===== src/rv32_pkg.sv =====
package rv32_pkg;

   typedef logic [31:0] word_t;
   typedef logic [31:0] addr_t;
   typedef logic [4:0]  reg_index_t;
   typedef logic [3:0]  imem_index_t;
   typedef logic [2:0]  credit_t;

   localparam int IMEM_WORDS = 16;
   localparam int QUEUE_DEPTH = 4;
   localparam int QUEUE_PTR_WIDTH = $clog2(QUEUE_DEPTH);

   typedef logic [QUEUE_PTR_WIDTH-1:0] queue_ptr_t;

   // Major opcodes, instruction bits 6:0.
   localparam logic [6:0] OPCODE_OP_IMM = 7'b0010011;
   localparam logic [6:0] OPCODE_OP     = 7'b0110011;
   localparam logic [6:0] OPCODE_LUI    = 7'b0110111;

   localparam logic [2:0] FUNCT3_ADD = 3'b000;
   localparam logic [2:0] FUNCT3_SLT = 3'b010;
   localparam logic [2:0] FUNCT3_XOR = 3'b100;
   localparam logic [2:0] FUNCT3_OR  = 3'b110;
   localparam logic [2:0] FUNCT3_AND = 3'b111;

   localparam logic [6:0] FUNCT7_SUB = 7'b0100000;

   typedef enum logic [1:0] {
      fetch_idle,
      fetch_run,
      fetch_drained
   } fetch_state_t;

   // Everything outside the supported set decodes to class_none.
   typedef enum logic [1:0] {
      class_alu_imm,
      class_alu_reg,
      class_lui,
      class_none
   } instr_class_t;

endpackage


===== src/instruction_memory.sv =====
`timescale 1ns/1ps

module instruction_memory import rv32_pkg::*; (
   input  logic        clock,
   input  logic        load_enable,
   input  imem_index_t load_index,
   input  word_t       load_word,
   input  logic        read_enable,
   input  imem_index_t read_index,
   output word_t       read_word
);

   word_t words [IMEM_WORDS];
   word_t read_word_q;

   // Load port for the program image.
   always_ff @(posedge clock) begin
      if (load_enable) begin
         words[load_index] <= load_word;
      end
   end

   always_ff @(posedge clock) begin
      if (read_enable) begin
         read_word_q <= words[read_index];   // One cycle read latency.
      end
   end

   assign read_word = read_word_q;

endmodule


===== config.mk =====
export PLATFORM = sky130hd
export DESIGN_NAME = instruction_memory
export DESIGN_NICKNAME = d
export VERILOG_FILES = /design/src/rv32_pkg.sv /design/src/instruction_memory.sv
export SDC_FILE = /design/constraint.sdc
export NUM_CORES = 1
export LEC_CHECK = 0
export BUFFER_PORTS_ARGS = -buffer_cell sky130_fd_sc_hd__buf_2
export CORE_MARGIN = 2
export CORE_UTILIZATION = 55
export DETAILED_ROUTE_END_ITERATION = 10
export HOLD_SLACK_MARGIN = 0.1
export PLACE_DENSITY = 0.72
export SLEW_MARGIN = 15
export SYNTH_ARGS = -nofsm -noshare
export SYNTH_HDL_FRONTEND = slang
export SYNTH_SLANG_ARGS = --single-unit

===== constraint.sdc =====
create_clock -name clock -period 7.3 [get_ports clock]
set_input_delay 0 -clock clock [delete_from_list [all_inputs] [get_ports clock]]
set_output_delay 0 -clock clock [all_outputs]
set_load 0.01 [all_outputs]

==> impl_metrics.ini <==
[detailed_routing]
vias_per_cell = 6.274
drt_first_pass_iters = 5
wl_per_cell_um = 28.74
ant_nets = 0
drt_iter0_markers = 1078
dr_total_vias = 9311
wirelength_um = 42650
drc = 0

[worst_setup_path]
cp_top_family = buffers and inverters
cp_common_cell = buf_4
setup.worst_path.end_class = flip-flop
arrival_ns = 2.44
cpPeakStageDelay_ns = 0.91
worst_setup_path_start_kind = input pin
cp_max_fo = 68
critical_path_class = input pin to flip-flop
required_ns = 7.60
path_cells = buf_4 -> buf_4 -> mux4_2 -> a22oi_1 -> nand2_1
ff2ff_setup_slack_ns = 5.86
path_buf_inv = 2
slowest_stage = buf_4

[floorplanning]
initial_core_util_pct = 55.50
pin_count = 75
die_h_um = 195.5
die_w_um = 195.5
num_rows = 70
core_area_mm2 = 0.03635
die-area_mm2 = 0.03823

[synthesis]
syn_area_per_cell_um2 = 24.07
ys_warn_count = 0
ys_types = 17
synth_top_cell_by_area = edfxtp_1
yosys-top-cells-area = edfxtp_1, mux4_2, a22oi_1
syn_area_mm2 = 0.02017
syn_nets = 881
synth_top_area_share_pct = 80.97
ys_ff_latch = 544
ys_seq_area_share_pct = 80.97
syn_inst = 838

[grt]
grt_pass1_vias = 9343
antenna_found_initial = 0
gr-usage-all-layers_pct = 22.84
grt_max_degree = 69
overflow = 0
grt_pass1_wl_um = 62580

[run_status]
status = completed

[sta]
slew_viol_final = 0
fin_setup_tns_ns = 0
setup_viol = 0
fin_ws_ns = 5.160
layout_min_cycle_time_ns = 2.140
fin_skew_ns = 0.006695
rsz0062_at_grt = false
period_share_pct = 29.32
hold_viol = 0
fmax_mhz = 467.3
slew_headroom_pct = 20.56
worstMarginPinSlew_ns = 1.192

[cts]
numClockSinks = 544
cts_buffer_depth = 3
cts_tree = yes
root_buffer = clkbuf_16
cts_resized = 0
clk_pin_slew_ns = 0.06
numCtsBuffers = 51
htreeDepth = 2
clk_latency_ns = 0.56

[pwr]
p_leak_nw = 7.389
max-vdd-ir-drop_mv = 0.1788
power.density_mw_per_mm2 = 273.5

[worst_hold_path]
hp-class = input pin to flip-flop

[cells_and_area]
syn2layout_area_growth_pct = 14.43
drive_gt1_share_pct = 30.61
nets = 1021
diodes = 0

[run]
drv_cap = 0

[placement]
port_buffers = 74
hpwl_um = 19570
gp_congestion = 0.7020
pre_cts_slack_ns = 4.600
[cell usage after synthesis]
| master | n |
|---|---|
| edfxtp_1 | 544 |
| mux4_2 | 128 |
| a22oi_1 | 64 |
| nand2_1 | 33 |
| clkbuf_1 | 17 |
| nor2_1 | 13 |
| buf_4 | 11 |
| buf_1 | 9 |
| buf_2 | 4 |
| nor3_1 | 4 |
| buf_6 | 2 |
| nand2b_1 | 2 |
| nand3b_1 | 2 |
| nor2b_1 | 2 |
| and2_1 | 1 |
| nand3_1 | 1 |
| or3b_2 | 1 |
[report_power, final]
part           internal, mW  switching, mW  total [mW]
logic                 0.130          0.182       0.312
registers              3.52         0.0225        3.54
clock network          1.38           1.08        2.46
[final timing paths]
kind                                       to          start  cells after the start
worst max-delay path             read_word[4]  read_index[1]                      5
worst max register to register  read_word[21]   words[3][21]                      3
worst min-delay path            read_word[23]  read_index[2]                      4
worst min register to register  read_word[12]  words[14][12]                      3
[layer usage]
layer / vias to the layer above / global-route usage, % / share of wire, %
li1: 3880 / - / -
met1: 4948 / 33.07 / 41
met2: 412 / 37.05 / 50
met3: 71 / 3.782 / 7.6
met4: 0 / 5.966 / 2.4
met5: - / 0 / 0
[kinds of logic (layout without fill, tap and decap cells)]
logic type,after synthesis,count (layout),share of synthesized area [%]
AO/OA/AOI/OAI,64,64,2.382
buffers and inverters,43,221,1.104
flip-flops,544,544,80.97
multiplexers,128,128,14.29
AND/OR/NAND/NOR,59,59,1.253
[state kept, by name, summed over array words and instances, names as in the netlist]
| register | count |
|---|---|
| words | 512 |
| read_word | 32 |
[cells in the final DEF (no fill, tap or decap)]
master / instances
nor2b_4: 2
or3b_2: 1
clkbuf_16: 51
nand3b_1: 2
clkinv_4: 1
buf_4: 23
nor3_2: 4
clkbuf_8: 1
nand2_1: 33
edfxtp_1: 544
mux4_2: 128
nand3_1: 1
clkinv_1: 15
dlygate4sd3_1: 34
nand2b_1: 2
buf_2: 72
bufinv_16: 3
inv_6: 1
clkinv_2: 10
and2_2: 1
a22oi_1: 64
nor2_4: 13
clkbuf_1: 10
[what timing repair did]
item | in CTS | in global routing
hold buffers | 34 | 0
endpoints found under the hold margin | 515 | 0
setup buffers | 0 | 0
[worst min-delay path, delay by kind of cell]
kind / cells / cell delay (ns)
AND/OR/NAND/NOR: 2 / 0.17
AO/OA/AOI/OAI: 1 / 0.19
buffers and inverters: 1 / 0.15
[metrics by stage]
step / util (%) / cells / instance area (um^2) / hold slack (ns) / total power, mW
final: 63.51 / 1484 / 23090 / 0.1375 / 6.313
after CTS: 63.51 / 1484 / 23090 / 0.1163 / 6.353
after floorplan: - / 838 / 20170 / 0.09887 / 3.776
after global placement: 58.38 / 1359 / 21220 / 0.3687 / 3.896
after global routing: 63.51 / 1484 / 23090 / 0.1636 / 6.491
after detailed placement: 58.38 / 1359 / 21220 / 0.3699 / 3.906
[final cells by class]
| class | count | area, um^2 |
|---|---|---|
| Multi-Input combinational cell | 251 | 3750 |
| Clock buffer | 61 | 1314 |
| Clock inverter | 30 | 214.0 |
| Sequential cell | 544 | 16340 |
| Fill cell | 2346 | 13260 |
| Timing Repair Buffer | 130 | 887.1 |
| Tap cell | 468 | 585.6 |
Power figures use the tool's default switching activity.
